File: config.mk
export PLATFORM = sky130hd
export DESIGN_NAME = axi_upsizer_top
export DESIGN_NICKNAME = d
export VERILOG_FILES = /design/src/upsizer_pkg.sv /design/src/burst_plan_if.sv /design/src/axi_upsizer_top.sv /design/src/burst_planner.sv /design/src/upsizer_read_path.sv /design/src/upsizer_write_path.sv
export VERILOG_INCLUDE_DIRS = /design/src
export SDC_FILE = /design/constraint.sdc
export NUM_CORES = 1
export LEC_CHECK = 0
export BUFFER_PORTS_ARGS = -buffer_cell sky130_fd_sc_hd__buf_4
export CAP_MARGIN = 20
export CELL_PAD_IN_SITES_DETAIL_PLACEMENT = 1
export CELL_PAD_IN_SITES_GLOBAL_PLACEMENT = 1
export CORE_MARGIN = 1
export CORE_UTILIZATION = 41
export CTS_BUF_LIST = sky130_fd_sc_hd__clkbuf_4
export DETAILED_ROUTE_END_ITERATION = 8
export GPL_TIMING_DRIVEN = 0
export MAX_ROUTING_LAYER = met4
export PLACE_DENSITY = 0.94
export SKIP_LAST_GASP = 1
export SLEW_MARGIN = 20
export SYNTH_ARGS = -nofsm -noshare
export SYNTH_HDL_FRONTEND = slang
export SYNTH_SLANG_ARGS = --single-unit
File: constraint.sdc
create_clock -name clk_i -period 4.4 [get_ports clk_i]
set_input_delay 0.44 -clock clk_i [delete_from_list [all_inputs] [get_ports clk_i]]
set_output_delay 0.44 -clock clk_i [all_outputs]
set_load 0.02 [all_outputs]
File: src/upsizer_settings.svh
`ifndef UPSIZER_SETTINGS_SVH
`define UPSIZER_SETTINGS_SVH

// Data widths of the two ports
`define NARROW_DATA_W 32
`define WIDE_DATA_W 64

// Byte lanes per beat
`define NARROW_STRB_W 4
`define WIDE_STRB_W 8

// Size code of a full wide beat, log2 of the wide byte count
`define WIDE_MAX_SIZE 3

// Address and ID widths
`define ADDR_W 32
`define ID_W 4

// AXI burst length field
`define LEN_W 8

`endif

File: src/upsizer_pkg.sv
`include "upsizer_settings.svh"

package upsizer_pkg;

  typedef logic [`ADDR_W-1:0] addr_t;
  typedef logic [`ID_W-1:0] id_t;
  typedef logic [`LEN_W-1:0] len_t;
  typedef logic [2:0] size_t;
  typedef logic [1:0] burst_t;
  typedef logic [3:0] cache_t;
  typedef logic [1:0] resp_t;

  localparam burst_t BURST_FIXED = 2'b00;
  localparam burst_t BURST_INCR = 2'b01;

  typedef logic [`NARROW_DATA_W-1:0] narrow_data_t;
  typedef logic [`NARROW_STRB_W-1:0] narrow_strb_t;
  typedef logic [`WIDE_STRB_W-1:0] wide_strb_t;

  // One wide beat, seen as byte lanes or as narrow words
  typedef union packed {
    logic [`WIDE_STRB_W-1:0][7:0] lanes;
    narrow_data_t [`WIDE_DATA_W/`NARROW_DATA_W-1:0] words;
  } wide_data_u;

  typedef enum logic [1:0] {
    IDLE,
    PASSTHROUGH,
    INCR_UPSIZE
  } path_state_e;

  // Narrow lanes that carry bytes of the beat at addr
  function automatic narrow_strb_t lane_mask(addr_t addr, size_t size);
    narrow_strb_t mask;
    int unsigned nbytes;
    int unsigned offset;
    int unsigned base;
    nbytes = 1 << size;
    offset = addr % `NARROW_STRB_W;
    base = offset & ~(nbytes - 1);
    for (int n = 0; n < `NARROW_STRB_W; n++) begin
      mask[n] = (n >= offset) && (n < base + nbytes);
    end
    return mask;
  endfunction

  // Address of the following beat
  function automatic addr_t next_beat_addr(addr_t addr, size_t size, burst_t burst);
    addr_t step;
    step = addr_t'(1) << size;
    if (burst == BURST_FIXED) begin
      return addr;
    end
    return (addr & ~(step - 1'b1)) + step;
  endfunction

endpackage

File: src/burst_plan_if.sv
`timescale 1ns/1ps

interface burst_plan_if
  import upsizer_pkg::*;
();

  // Request from the channel path
  addr_t  req_addr;
  len_t   req_len;
  size_t  req_size;
  burst_t req_burst;
  cache_t req_cache;

  // Planned wide burst
  len_t   plan_len;
  size_t  plan_size;
  logic   plan_upsize;

  modport requester (
    output req_addr, req_len, req_size, req_burst, req_cache,
    input  plan_len, plan_size, plan_upsize
  );

  modport planner (
    input  req_addr, req_len, req_size, req_burst, req_cache,
    output plan_len, plan_size, plan_upsize
  );

endinterface

File: src/axi_upsizer_top.sv
`timescale 1ns/1ps

module axi_upsizer_top
  import upsizer_pkg::*;
(
  input  logic         clk_i,
  input  logic         rst_ni,
  // Narrow AW
  input  logic         aw_valid_i,
  output logic         aw_ready_o,
  input  id_t          aw_id_i,
  input  addr_t        aw_addr_i,
  input  len_t         aw_len_i,
  input  size_t        aw_size_i,
  input  burst_t       aw_burst_i,
  input  cache_t       aw_cache_i,
  // Narrow W
  input  logic         w_valid_i,
  output logic         w_ready_o,
  input  narrow_data_t w_data_i,
  input  narrow_strb_t w_strb_i,
  input  logic         w_last_i,
  // Narrow B
  output logic         b_valid_o,
  input  logic         b_ready_i,
  output id_t          b_id_o,
  output resp_t        b_resp_o,
  // Narrow AR
  input  logic         ar_valid_i,
  output logic         ar_ready_o,
  input  id_t          ar_id_i,
  input  addr_t        ar_addr_i,
  input  len_t         ar_len_i,
  input  size_t        ar_size_i,
  input  burst_t       ar_burst_i,
  input  cache_t       ar_cache_i,
  // Narrow R
  output logic         r_valid_o,
  input  logic         r_ready_i,
  output id_t          r_id_o,
  output narrow_data_t r_data_o,
  output resp_t        r_resp_o,
  output logic         r_last_o,
  // Wide AW
  output logic         mst_aw_valid_o,
  input  logic         mst_aw_ready_i,
  output id_t          mst_aw_id_o,
  output addr_t        mst_aw_addr_o,
  output len_t         mst_aw_len_o,
  output size_t        mst_aw_size_o,
  output burst_t       mst_aw_burst_o,
  output cache_t       mst_aw_cache_o,
  // Wide W
  output logic         mst_w_valid_o,
  input  logic         mst_w_ready_i,
  output wide_data_u   mst_w_data_o,
  output wide_strb_t   mst_w_strb_o,
  output logic         mst_w_last_o,
  // Wide B
  input  logic         mst_b_valid_i,
  output logic         mst_b_ready_o,
  input  id_t          mst_b_id_i,
  input  resp_t        mst_b_resp_i,
  // Wide AR
  output logic         mst_ar_valid_o,
  input  logic         mst_ar_ready_i,
  output id_t          mst_ar_id_o,
  output addr_t        mst_ar_addr_o,
  output len_t         mst_ar_len_o,
  output size_t        mst_ar_size_o,
  output burst_t       mst_ar_burst_o,
  output cache_t       mst_ar_cache_o,
  // Wide R
  input  logic         mst_r_valid_i,
  output logic         mst_r_ready_o,
  input  id_t          mst_r_id_i,
  input  wide_data_u   mst_r_data_i,
  input  resp_t        mst_r_resp_i,
  input  logic         mst_r_last_i
);

  // Wide last is rebuilt from the burst counter, so narrow w_last_i stays unread
  upsizer_write_path u_write_path (.*);

  upsizer_read_path u_read_path (.*);

  // Write responses need no conversion
  assign b_valid_o = mst_b_valid_i;
  assign mst_b_ready_o = b_ready_i;
  assign b_id_o = mst_b_id_i;
  assign b_resp_o = mst_b_resp_i;

endmodule

File: src/burst_planner.sv
`timescale 1ns/1ps

`include "upsizer_settings.svh"

module burst_planner
  import upsizer_pkg::*;
(
  burst_plan_if.planner plan
);

  addr_t size_step;
  addr_t first_beat;
  addr_t last_beat;
  addr_t wide_start;
  addr_t wide_end;
  addr_t wide_span;
  logic  upsize;

  // Only modifiable INCR bursts with more than one beat get repacked
  assign upsize = (plan.req_burst == BURST_INCR) && plan.req_cache[1] &&
                  (plan.req_len != '0);

  // Last narrow beat starts from the size-aligned first beat
  assign size_step = addr_t'(1) << plan.req_size;
  assign first_beat = plan.req_addr & ~(size_step - 1'b1);
  assign last_beat = first_beat + (addr_t'(plan.req_len) << plan.req_size);

  // Both ends aligned to a full wide beat
  assign wide_start = plan.req_addr & ~addr_t'(`WIDE_STRB_W - 1);
  assign wide_end = last_beat & ~addr_t'(`WIDE_STRB_W - 1);
  assign wide_span = (wide_end - wide_start) >> `WIDE_MAX_SIZE;

  assign plan.plan_upsize = upsize;
  assign plan.plan_len = upsize ? len_t'(wide_span) : plan.req_len;
  assign plan.plan_size = upsize ? size_t'(`WIDE_MAX_SIZE) : plan.req_size;

endmodule

File: src/upsizer_read_path.sv
`timescale 1ns/1ps

`include "upsizer_settings.svh"

module upsizer_read_path
  import upsizer_pkg::*;
(
  input  logic         clk_i,
  input  logic         rst_ni,
  // Narrow side
  input  logic         ar_valid_i,
  output logic         ar_ready_o,
  input  id_t          ar_id_i,
  input  addr_t        ar_addr_i,
  input  len_t         ar_len_i,
  input  size_t        ar_size_i,
  input  burst_t       ar_burst_i,
  input  cache_t       ar_cache_i,
  output logic         r_valid_o,
  input  logic         r_ready_i,
  output id_t          r_id_o,
  output narrow_data_t r_data_o,
  output resp_t        r_resp_o,
  output logic         r_last_o,
  // Wide side
  output logic         mst_ar_valid_o,
  input  logic         mst_ar_ready_i,
  output id_t          mst_ar_id_o,
  output addr_t        mst_ar_addr_o,
  output len_t         mst_ar_len_o,
  output size_t        mst_ar_size_o,
  output burst_t       mst_ar_burst_o,
  output cache_t       mst_ar_cache_o,
  input  logic         mst_r_valid_i,
  output logic         mst_r_ready_o,
  input  id_t          mst_r_id_i,
  input  wide_data_u   mst_r_data_i,
  input  resp_t        mst_r_resp_i,
  input  logic         mst_r_last_i
);

  path_state_e  state_q;
  logic         ar_valid_q;

  id_t          id_q;
  addr_t        addr_q;
  len_t         len_q;
  size_t        size_q;
  burst_t       burst_q;
  cache_t       cache_q;
  size_t        beat_size_q;
  addr_t        cur_addr_q;
  len_t         cnt_q;

  narrow_strb_t lane_en;
  addr_t        next_addr;
  logic         ar_fire;
  logic         r_fire;
  logic         release_beat;

  burst_plan_if plan_if ();

  assign plan_if.req_addr = ar_addr_i;
  assign plan_if.req_len = ar_len_i;
  assign plan_if.req_size = ar_size_i;
  assign plan_if.req_burst = ar_burst_i;
  assign plan_if.req_cache = ar_cache_i;

  burst_planner u_planner (
    .plan (plan_if)
  );

  assign ar_ready_o = (state_q == IDLE);
  assign ar_fire = ar_valid_i && ar_ready_o;

  // Response beats count only once the wide AR has gone out
  assign r_valid_o = (state_q != IDLE) && !ar_valid_q && mst_r_valid_i;
  assign r_fire = r_valid_o && r_ready_i;
  assign r_id_o = mst_r_id_i;
  assign r_resp_o = mst_r_resp_i;
  assign r_last_o = mst_r_last_i && (cnt_q == '0);

  assign lane_en = lane_mask(cur_addr_q, beat_size_q);
  assign next_addr = next_beat_addr(cur_addr_q, beat_size_q, burst_q);

  // In upsize mode a wide beat is kept until its last narrow word is read
  assign release_beat = (state_q == PASSTHROUGH) || (cnt_q == '0) ||
                        (next_addr[`ADDR_W-1:`WIDE_MAX_SIZE] !=
                         cur_addr_q[`ADDR_W-1:`WIDE_MAX_SIZE]);
  assign mst_r_ready_o = r_fire && release_beat;

  always_comb begin
    narrow_data_t word;
    // Address bit 2 picks the narrow word, lanes keep their byte offset
    word = mst_r_data_i.words[cur_addr_q[2]];
    for (int n = 0; n < `NARROW_STRB_W; n++) begin
      r_data_o[8*n +: 8] = lane_en[n] ? word[8*n +: 8] : 8'h00;
    end
  end

  always_ff @(posedge clk_i or negedge rst_ni) begin
    if (!rst_ni) begin
      state_q <= IDLE;
      ar_valid_q <= 1'b0;
    end else begin
      if (ar_fire) begin
        state_q <= plan_if.plan_upsize ? INCR_UPSIZE : PASSTHROUGH;
      end else if (r_fire && (cnt_q == '0)) begin
        state_q <= IDLE;
      end
      if (ar_fire) begin
        ar_valid_q <= 1'b1;
      end else if (mst_ar_valid_o && mst_ar_ready_i) begin
        ar_valid_q <= 1'b0;
      end
    end
  end

  always_ff @(posedge clk_i) begin
    if (ar_fire) begin
      id_q <= ar_id_i;
      addr_q <= ar_addr_i;
      len_q <= plan_if.plan_len;
      size_q <= plan_if.plan_size;
      burst_q <= ar_burst_i;
      cache_q <= ar_cache_i;
      beat_size_q <= ar_size_i;
      cur_addr_q <= ar_addr_i;
      cnt_q <= ar_len_i;
    end else if (r_fire) begin
      cur_addr_q <= next_addr;
      cnt_q <= cnt_q - 1'b1;
    end
  end

  assign mst_ar_valid_o = ar_valid_q;
  assign mst_ar_id_o = id_q;
  assign mst_ar_addr_o = addr_q;
  assign mst_ar_len_o = len_q;
  assign mst_ar_size_o = size_q;
  assign mst_ar_burst_o = burst_q;
  assign mst_ar_cache_o = cache_q;

endmodule

File: src/upsizer_write_path.sv
`timescale 1ns/1ps

`include "upsizer_settings.svh"

module upsizer_write_path
  import upsizer_pkg::*;
(
  input  logic         clk_i,
  input  logic         rst_ni,
  // Narrow side
  input  logic         aw_valid_i,
  output logic         aw_ready_o,
  input  id_t          aw_id_i,
  input  addr_t        aw_addr_i,
  input  len_t         aw_len_i,
  input  size_t        aw_size_i,
  input  burst_t       aw_burst_i,
  input  cache_t       aw_cache_i,
  input  logic         w_valid_i,
  output logic         w_ready_o,
  input  narrow_data_t w_data_i,
  input  narrow_strb_t w_strb_i,
  // Wide side
  output logic         mst_aw_valid_o,
  input  logic         mst_aw_ready_i,
  output id_t          mst_aw_id_o,
  output addr_t        mst_aw_addr_o,
  output len_t         mst_aw_len_o,
  output size_t        mst_aw_size_o,
  output burst_t       mst_aw_burst_o,
  output cache_t       mst_aw_cache_o,
  output logic         mst_w_valid_o,
  input  logic         mst_w_ready_i,
  output wide_data_u   mst_w_data_o,
  output wide_strb_t   mst_w_strb_o,
  output logic         mst_w_last_o
);

  path_state_e state_q;
  logic        aw_valid_q;
  logic        w_valid_q;
  logic        done_q;

  id_t         id_q;
  addr_t       addr_q;
  len_t        len_q;
  size_t       size_q;
  burst_t      burst_q;
  cache_t      cache_q;
  size_t       beat_size_q;
  addr_t       cur_addr_q;
  len_t        cnt_q;
  wide_data_u  w_data_q;
  wide_strb_t  w_strb_q;
  logic        w_last_q;

  wide_data_u  w_data_next;
  wide_strb_t  w_strb_next;
  addr_t       next_addr;
  logic        aw_fire;
  logic        w_fire;
  logic        w_take;
  logic        send_beat;

  burst_plan_if plan_if ();

  assign plan_if.req_addr = aw_addr_i;
  assign plan_if.req_len = aw_len_i;
  assign plan_if.req_size = aw_size_i;
  assign plan_if.req_burst = aw_burst_i;
  assign plan_if.req_cache = aw_cache_i;

  burst_planner u_planner (
    .plan (plan_if)
  );

  assign aw_ready_o = (state_q == IDLE);
  assign aw_fire = aw_valid_i && aw_ready_o;
  assign w_take = mst_w_valid_o && mst_w_ready_i;

  // Narrow data only flows once the wide AW is out and the held beat can move
  assign w_ready_o = (state_q != IDLE) && !aw_valid_q && !done_q &&
                     (!w_valid_q || mst_w_ready_i);
  assign w_fire = w_valid_i && w_ready_o;

  assign next_addr = next_beat_addr(cur_addr_q, beat_size_q, burst_q);

  // Send on every beat in passthrough, else on a full wide word or the burst end
  assign send_beat = (state_q == PASSTHROUGH) || (cnt_q == '0) ||
                     (next_addr[`ADDR_W-1:`WIDE_MAX_SIZE] !=
                      cur_addr_q[`ADDR_W-1:`WIDE_MAX_SIZE]);

  always_comb begin
    narrow_strb_t lane_en;
    lane_en = lane_mask(cur_addr_q, beat_size_q);
    w_data_next = w_data_q;
    // A held beat leaving this cycle starts a fresh wide word
    w_strb_next = w_valid_q ? '0 : w_strb_q;
    for (int n = 0; n < `NARROW_STRB_W; n++) begin
      if (lane_en[n]) begin
        // Address bit 2 picks the narrow word inside the wide beat
        w_data_next.lanes[`NARROW_STRB_W * cur_addr_q[2] + n] = w_data_i[8*n +: 8];
        w_strb_next[`NARROW_STRB_W * cur_addr_q[2] + n] = w_strb_i[n];
      end
    end
  end

  always_ff @(posedge clk_i or negedge rst_ni) begin
    if (!rst_ni) begin
      state_q <= IDLE;
      aw_valid_q <= 1'b0;
      w_valid_q <= 1'b0;
      done_q <= 1'b0;
    end else begin
      if (aw_fire) begin
        state_q <= plan_if.plan_upsize ? INCR_UPSIZE : PASSTHROUGH;
      end else if (w_take && w_last_q) begin
        state_q <= IDLE;
      end
      if (aw_fire) begin
        aw_valid_q <= 1'b1;
      end else if (mst_aw_valid_o && mst_aw_ready_i) begin
        aw_valid_q <= 1'b0;
      end
      if (w_fire && send_beat) begin
        w_valid_q <= 1'b1;
      end else if (w_take) begin
        w_valid_q <= 1'b0;
      end
      if (aw_fire) begin
        done_q <= 1'b0;
      end else if (w_fire && (cnt_q == '0)) begin
        done_q <= 1'b1;
      end
    end
  end

  always_ff @(posedge clk_i) begin
    if (aw_fire) begin
      id_q <= aw_id_i;
      addr_q <= aw_addr_i;
      len_q <= plan_if.plan_len;
      size_q <= plan_if.plan_size;
      burst_q <= aw_burst_i;
      cache_q <= aw_cache_i;
      beat_size_q <= aw_size_i;
      cur_addr_q <= aw_addr_i;
      cnt_q <= aw_len_i;
      w_strb_q <= '0;
    end
    if (w_fire) begin
      w_data_q <= w_data_next;
      w_strb_q <= w_strb_next;
      w_last_q <= (cnt_q == '0);
      cur_addr_q <= next_addr;
      cnt_q <= cnt_q - 1'b1;
    end else if (w_take) begin
      w_strb_q <= '0;
    end
  end

  assign mst_aw_valid_o = aw_valid_q;
  assign mst_aw_id_o = id_q;
  assign mst_aw_addr_o = addr_q;
  assign mst_aw_len_o = len_q;
  assign mst_aw_size_o = size_q;
  assign mst_aw_burst_o = burst_q;
  assign mst_aw_cache_o = cache_q;
  assign mst_w_valid_o = w_valid_q;
  assign mst_w_data_o = w_data_q;
  assign mst_w_strb_o = w_strb_q;
  assign mst_w_last_o = w_last_q;

endmodule
==> results.sh, run 1 <==
export IMPL_viasPerCell=5.76
export IMPL_first_iter_violations=1120
export IMPL_min_period_ns=4.25
export IMPL_cts_tree="done"
export IMPL_grt_overflow=0
export IMPL_syn_nets=1681
export IMPL_drive_above_1_share_pct=33.0
export IMPL_clkSlewWorstSetupHoldPaths_ns=0.09
export IMPL_synthDistinctLibCells=88
export IMPL_cap_viol_max_count=0
export IMPL_htree_levels=3
export IMPL_synth_async_reset_ratio_pct=2.93
export IMPL_gp_congestion=0.923
export IMPL_wl_microns=65400
export IMPL_crit_type="flip-flop to flip-flop"
export IMPL_cts_root_buf="clkbuf_4"
export IMPL_n_fill_cell=3980
export IMPL_fp_dieW_microns=194
export IMPL_setup_viol=0
export IMPL_outcome="finished, final reports clean"
export IMPL_dpl_cell_count=2326
export IMPL_cp_start_kind="flip-flop"
export IMPL_grt_pass1_wl_microns=98500
export IMPL_grt_setup_unrepaired="no"
export IMPL_final_net_count=2345
export IMPL_final_util_pct=59.6
export IMPL_ys_warn_count=0
export IMPL_synthTopCellsByCount="265 x edfxtp_1, 154 x nand2_1, 129 x nor2_1"
export IMPL_initial_core_util_pct=41.6
export IMPL_dp_hpwl_microns=40800
export IMPL_cts_buffers=78
export IMPL_fin_area_sq_um=21800
export IMPL_grt_pass1_vias=16400
export IMPL_multi_input_area_sq_um=6500
export IMPL_crit_path_end_kind="flip-flop"
export IMPL_cp_required_ns=5.07
export IMPL_p_leak_uw=0.00901
export IMPL_relSlewSlack_pct=33.5
export IMPL_grt_util_all_layers_pct=35.2
export IMPL_yosysTopAreaCell="edfxtp_1"
export IMPL_wl_per_cell_microns=25.3
export IMPL_vias=14900
export IMPL_place_area_sq_um=19300
export IMPL_synth_area_sq_um=15200
export IMPL_synth_ff_type="edfxtp_1"
export IMPL_clock_latency_ns=0.79
export IMPL_post_cts_buffers=0
export IMPL_fin_crit_sh_pct=96.7
export IMPL_synthCells=1402
export IMPL_antenna_found_initial=2
export IMPL_cp_arrival_ns=4.92
export IMPL_fp_dieArea_sq_um=37800
export IMPL_clockBufferDepth=3
export IMPL_cts_sinks=273
export IMPL_synth_edf_count=265
export IMPL_synth_top_area_share_pct=52.4
export IMPL_final_cell_count_no_fill=2590
export IMPL_area_growth_pct=43.3
export IMPL_register_area_sq_um=8160
export IMPL_postRouteAntennaNets=0
export IMPL_placementRows=70
export IMPL_worstMarginPinSlew_ns=0.995
export IMPL_avgSynthCellArea_sq_um=10.8
export IMPL_hp_class="input pin to flip-flop"
export IMPL_port_buffers=450
export IMPL_core_area_sq_um=36500
export IMPL_grt_max_degree=59
export IMPL_power_density_nw_per_um2=467
export IMPL_finalHoldViolCount=0
export IMPL_fin_worst_skew_ns=0.0659
export IMPL_synth_seq_cells=273
export IMPL_synth_most_common_cell="edfxtp_1"
export IMPL_slew_violations=0
export IMPL_ys_top_cells_by_area="edfxtp_1 52%, nand2_1 3.8%, ha_1 3.7%"
export IMPL_first_pass_iters=5
export IMPL_r2r_slack_ns=0.15
export IMPL_ios=466
export IMPL_die_h_microns=194
export IMPL_ir_drop_v=0.000395
export IMPL_seq_area_frac_synth_pct=53.7
export IMPL_crit_path_max_fanout=10
export IMPL_drc=0
export IMPL_fmax_mhz=235
-- per-stage QoR --
step,hold WS [ns],setup slack (ns),TNS (ns),power [uW]
after floorplan,0.144,-0.00160,-0.00160,5770
after global placement,0.294,-0.681,-3.69,6860
after detailed placement,0.294,-0.812,-4.54,7120
after CTS,0.000975,0.0137,0,9840
after global routing,0.0294,0.0118,0,10500
final,0.0695,0.145,0,10200
-- cells by family after synthesis --
kind of cell               Yosys count  share of synthesized area, %
buffers and inverters              140                          4.08
muxes                               73                          4.97
DFF                                273                          53.7
xor gates and xnor gates            98                          5.93
and+or+nand+nor                    499                          16.2
AOI/OAI and AO/OA                  272                          11.1
adders and majority gates           47                          3.97
-- metal layers --
metal	wire length, microns	global-route usage [%]	up-vias
li1	-	-	6446
met1	24900	39.6	7412
met2	32300	57.9	812
met3	4150	6.49	251
met4	4070	22.1	0
met5	0	-	-
-- timing repair --
| item | CTS | global route |
|---|---|---|
| setup endpoints to repair | 21 | 21 |
| gates cloned | 0 | 0 |
| endpoints found under the hold margin | 224 | 0 |
| resized for setup | 7 | 24 |
| hold buffers | 137 | 0 |
| pin swaps | 0 | 0 |
-- flip-flops by register name (all words and copies together) (netlist names), 4 cells and up --
register,count
u_write_path.mst_w_data_o,64
u_read_path.cur_addr_q,32
u_read_path.mst_ar_addr_o,32
u_write_path.cur_addr_q,32
u_write_path.mst_aw_addr_o,32
u_read_path.cnt_q,8
u_read_path.mst_ar_len_o,8
u_write_path.cnt_q,8
u_write_path.mst_aw_len_o,8
u_write_path.mst_w_strb_o,8
u_read_path.mst_ar_cache_o,4
u_read_path.mst_ar_id_o,4
u_write_path.mst_aw_cache_o,4
u_write_path.mst_aw_id_o,4
-- path summary, 6_finish.rpt --
kind	start	to	depth (start not counted)
hold / removal	w_strb_i[2]	u_write_path.mst_w_strb_o[6]$_SDFFCE_PN0P_	3
setup / recovery	u_write_path.beat_size_q[1]$_DFFE_PP_	u_write_path.mst_w_valid_o$_DFFE_PN0P_	16
hold reg to reg	u_read_path.state_q[1]$_DFFE_PN0P_	u_read_path.state_q[1]$_DFFE_PN0P_	2
min in group asynchronous	rst_ni	u_write_path.mst_w_valid_o$_DFFE_PN0P_	3
setup reg to reg	u_write_path.beat_size_q[1]$_DFFE_PP_	u_write_path.mst_w_valid_o$_DFFE_PN0P_	16
max in group asynchronous	rst_ni	u_read_path.state_q[0]$_DFFE_PN0P_	3
-- worst max-delay path, cell delays in order, from the launching register on --
cell	delay, ns
edfxtp_1	0.37
buf_2	0.21
buf_2	0.27
and3_1	0.23
inv_1	0.06
ha_1	0.29
and2_1	0.14
ha_1	0.29
buf_6	0.14
inv_2	0.04
or4b_4	0.55
o22ai_1	0.26
or2_1	0.18
buf_6	0.17
or4b_4	0.50
a32oi_1	0.34
a21oi_1	0.12
-- power breakdown --
group          internal, uW  switching (uW)
clock network          1370            1320
registers              3530             382
logic                  1360            2200
-- cell type report --
class	count	area share (%)
inverters	54	0.943
repair buffers	593	22.4
clock buffers	114	3.93
flip-flops and latches	273	37.5
diodes	2	0.0230
clock inverters	20	0.805
well taps	468	2.69
multi-input cells	989	29.9
plain buffers	77	1.85
-- cell usage in the layout, fill, tap and decap left out, drive strengths merged, types with 18 or more instances in the layout --
cell type and count:
nor3 38, o21ai 113, and2 30, xnor2 61, nand2 155, clkbuf 161
inv 54, ha 45, buf 486, mux2 19, edfxtp 265, xor2 34
a21oi 62, mux2i 54, nand3 38, and3 18, dlygate4sd3 137, nor2 129
(Power assumes the default switching activity.)
==> inputs of run 2 (changes only) <==
--- a/config.mk
+++ b/config.mk
@@ -7,16 +7,16 @@
 export NUM_CORES = 1
 export LEC_CHECK = 0
 export BUFFER_PORTS_ARGS = -buffer_cell sky130_fd_sc_hd__buf_4
-export CAP_MARGIN = 20
+export CAP_MARGIN = 10
 export CELL_PAD_IN_SITES_DETAIL_PLACEMENT = 1
 export CELL_PAD_IN_SITES_GLOBAL_PLACEMENT = 1
 export CORE_MARGIN = 1
-export CORE_UTILIZATION = 41
+export CORE_UTILIZATION = 44
 export CTS_BUF_LIST = sky130_fd_sc_hd__clkbuf_4
 export DETAILED_ROUTE_END_ITERATION = 8
 export GPL_TIMING_DRIVEN = 0
 export MAX_ROUTING_LAYER = met4
-export PLACE_DENSITY = 0.94
+export PLACE_DENSITY = 0.95
 export SKIP_LAST_GASP = 1
 export SLEW_MARGIN = 20
 export SYNTH_ARGS = -nofsm -noshare
==> constraint.sdc (replaced) <==
create_clock -name clk_i -period 4.9 [get_ports clk_i]
set_input_delay 0.49 -clock clk_i [delete_from_list [all_inputs] [get_ports clk_i]]
set_output_delay 0.49 -clock clk_i [all_outputs]
set_load 0.02 [all_outputs]
==> run 2 against run 1 <==
- wire length grew 8.6%
- largest cell class unchanged
- design area shrank 1.2%
- clock power shrank 13%
- sequential power shrank 9.7%
- power shrank 10%
==> results.sh, run 2 (synthesis results as in run 1) <==
export IMPL_power_frac_seq_pct=38.8
export IMPL_r2r_start="u_write_path.beat_size_q[2]$_DFFE_PP_"
export IMPL_grt_pass1_wl_microns=105000
export IMPL_grt_overflow=0
export IMPL_port_buffers=450
export IMPL_fin_ws_ns=0.142
export IMPL_cts_buffers=75
export IMPL_core_area_sq_um=33800
export IMPL_min_period_ns=4.76
export IMPL_largest_register_ffs=64
export IMPL_final_net_count=2335
export IMPL_cts_tree="done"
export IMPL_p_sw_uw=3670
export IMPL_wl_per_cell_microns=27.6
export IMPL_relSlewSlack_pct=30.3
export IMPL_sw_frac_of_total_pct=40.3
export IMPL_fin_worst_skew_ns=0.113
export IMPL_first_pass_iters=7
export IMPL_clockBufferDepth=3
export IMPL_wl_microns=71100
export IMPL_p_int_uw=5440
export IMPL_dp_worst_setup_slack_ns=-0.572
export IMPL_dpl_cell_count=2305
export IMPL_slew_violations=0
export IMPL_drc=0
export IMPL_placementRows=67
export IMPL_hp_class="input pin to flip-flop"
export IMPL_vias=15600
export IMPL_dp_hpwl_microns=41300
export IMPL_crit_path_max_fanout=10
export IMPL_postRouteAntennaNets=0
export IMPL_ios=466
export IMPL_final_util_pct=63.7
export IMPL_area_growth_pct=41.6
export IMPL_fp_dieArea_sq_um=35300
export IMPL_grt_setup_unrepaired="no"
export IMPL_setup_tns_ns=0
export IMPL_outcome="finished, final reports clean"
export IMPL_crit_path_end_kind="flip-flop"
export IMPL_cts_root_buf="clkbuf_4"
export IMPL_clkSlewWorstSetupHoldPaths_ns=0.07
export IMPL_htree_levels=3
export IMPL_final_cell_count_no_fill=2571
export IMPL_p_total_uw=9110
export IMPL_hp_start="w_data_i[27]"
export IMPL_clock_latency_ns=0.85
export IMPL_final_common_cell="buf_4"
export IMPL_gp_congestion=0.929
export IMPL_setup_viol=0
export IMPL_viasPerCell=6.07
export IMPL_crit_type="input pin to flip-flop"
export IMPL_p_leak_uw=0.00889
export IMPL_grt_max_degree=54
export IMPL_post_cts_buffers=0
export IMPL_fmax_mhz=210
export IMPL_die_h_microns=188
export IMPL_cp_required_ns=5.48
export IMPL_worstMarginPinSlew_ns=1.04
export IMPL_grt_util_all_layers_pct=40.7
export IMPL_grt_pass1_vias=16900
export IMPL_drive_above_1_share_pct=32.0
export IMPL_power_density_nw_per_um2=424
export IMPL_fp_dieW_microns=188
export IMPL_setup_worst_path_start="ar_size_i[2]"
export IMPL_initial_core_util_pct=45.0
export IMPL_ir_drop_v=0.000284
export IMPL_cp_arrival_ns=5.33
export IMPL_power_frac_clock_pct=25.6
export IMPL_first_iter_violations=1194
export IMPL_r2r_slack_ns=0.23
export IMPL_cp_start_kind="input pin"
export IMPL_fin_crit_sh_pct=97.1
export IMPL_finalHoldViolCount=0
export IMPL_final_cell_mix="465 x buf_4, 265 x edfxtp_1, 152 x nand2_1"
export IMPL_antenna_found_initial=9
export IMPL_combPwrFrac_pct=35.6
export IMPL_cts_sinks=273
export IMPL_cap_viol_max_count=0
-- run 2: changes by cell type in the layout (fill, tap and decap cells not counted), sizes merged --
cell and change:
clkinvlp +1, dlygate4sd3 -13, inv -1, bufinv -2
clkbuf -2, diode +9, clkinv +9
-- run 2: routing by layer --
| metal | track usage (%) | up-vias | part of all wire (%) |
|---|---|---|---|
| met2 | 67.0 | 1145 | 49 |
| li1 | - | 6429 | - |
| met4 | 31.3 | 0 | 8.3 |
| met3 | 10.1 | 417 | 8.4 |
| met1 | 41.8 | 7611 | 34 |
| met5 | - | - | 0 |
-- run 2: what timing repair did --
item,CTS,global route
hold endpoints to repair,168,0
hold buffers,124,0
setup endpoints to repair,0,11
resized for setup,0,13
-- run 2: final timing paths --
kind | endpoint | depth (start not counted)
min in group asynchronous | u_write_path.mst_w_valid_o$_DFFE_PN0P_ | 2
worst max-delay path | u_read_path.mst_ar_len_o[7]$_DFFE_PP_ | 19
max in group asynchronous | u_read_path.state_q[1]$_DFFE_PN0P_ | 2
worst min register to register | u_write_path.done_q$_DFFE_PN0P_ | 2
worst min-delay path | u_write_path.mst_w_data_o[27]$_DFFE_PP_ | 2
worst max register to register | u_write_path.cur_addr_q[17]$_DFFE_PP_ | 16
-- run 2: area by class of cell --
class | count | area (sq um)
Antenna cell | 11 | 27.5
Buffer | 84 | 418
Clock buffer | 106 | 796
Clock inverter | 27 | 151
Fill cell | 3664 | 12300
Inverter | 54 | 205
Multi-Input combinational cell | 989 | 6470
Sequential cell | 273 | 8160
Tap cell | 448 | 561
Timing Repair Buffer | 579 | 4720
-- run 2: power groups by stage --
stage	registers (uW)	logic [uW]	clock network [uW]
6_report	3530	3250	2330
5_1_grt	3550	3400	2410
4_1_cts	3460	3060	2180
3_5_place_dp	3480	2910	0
3_3_place_gp	3460	2680	0
2_1_floorplan	3650	1520	0
-- run 2: worst max-delay path, cell delays in order --
cell	delay (ns)
buf_4	0.12
clkbuf_1	0.25
clkbuf_2	0.29
nor2_1	0.23
nand2_1	0.11
ha_1	0.33
or3_1	0.40
and3_1	0.20
ha_1	0.24
a21o_1	0.19
a31oi_2	0.32
xnor2_1	0.25
ha_1	0.31
a21o_1	0.18
a21oi_1	0.23
o21ai_0	0.21
o41ai_1	0.35
xnor3_1	0.47
a21oi_1	0.18
-- run 2: stage by stage --
stage                     hold WS [ns]  cell area (sq um)
after floorplan                  0.194              15200
after CTS                      0.00140              21500
after global routing           0.00559              21500
after global placement           0.336              19100
after detailed placement         0.336              19300
final                           0.0283              21500
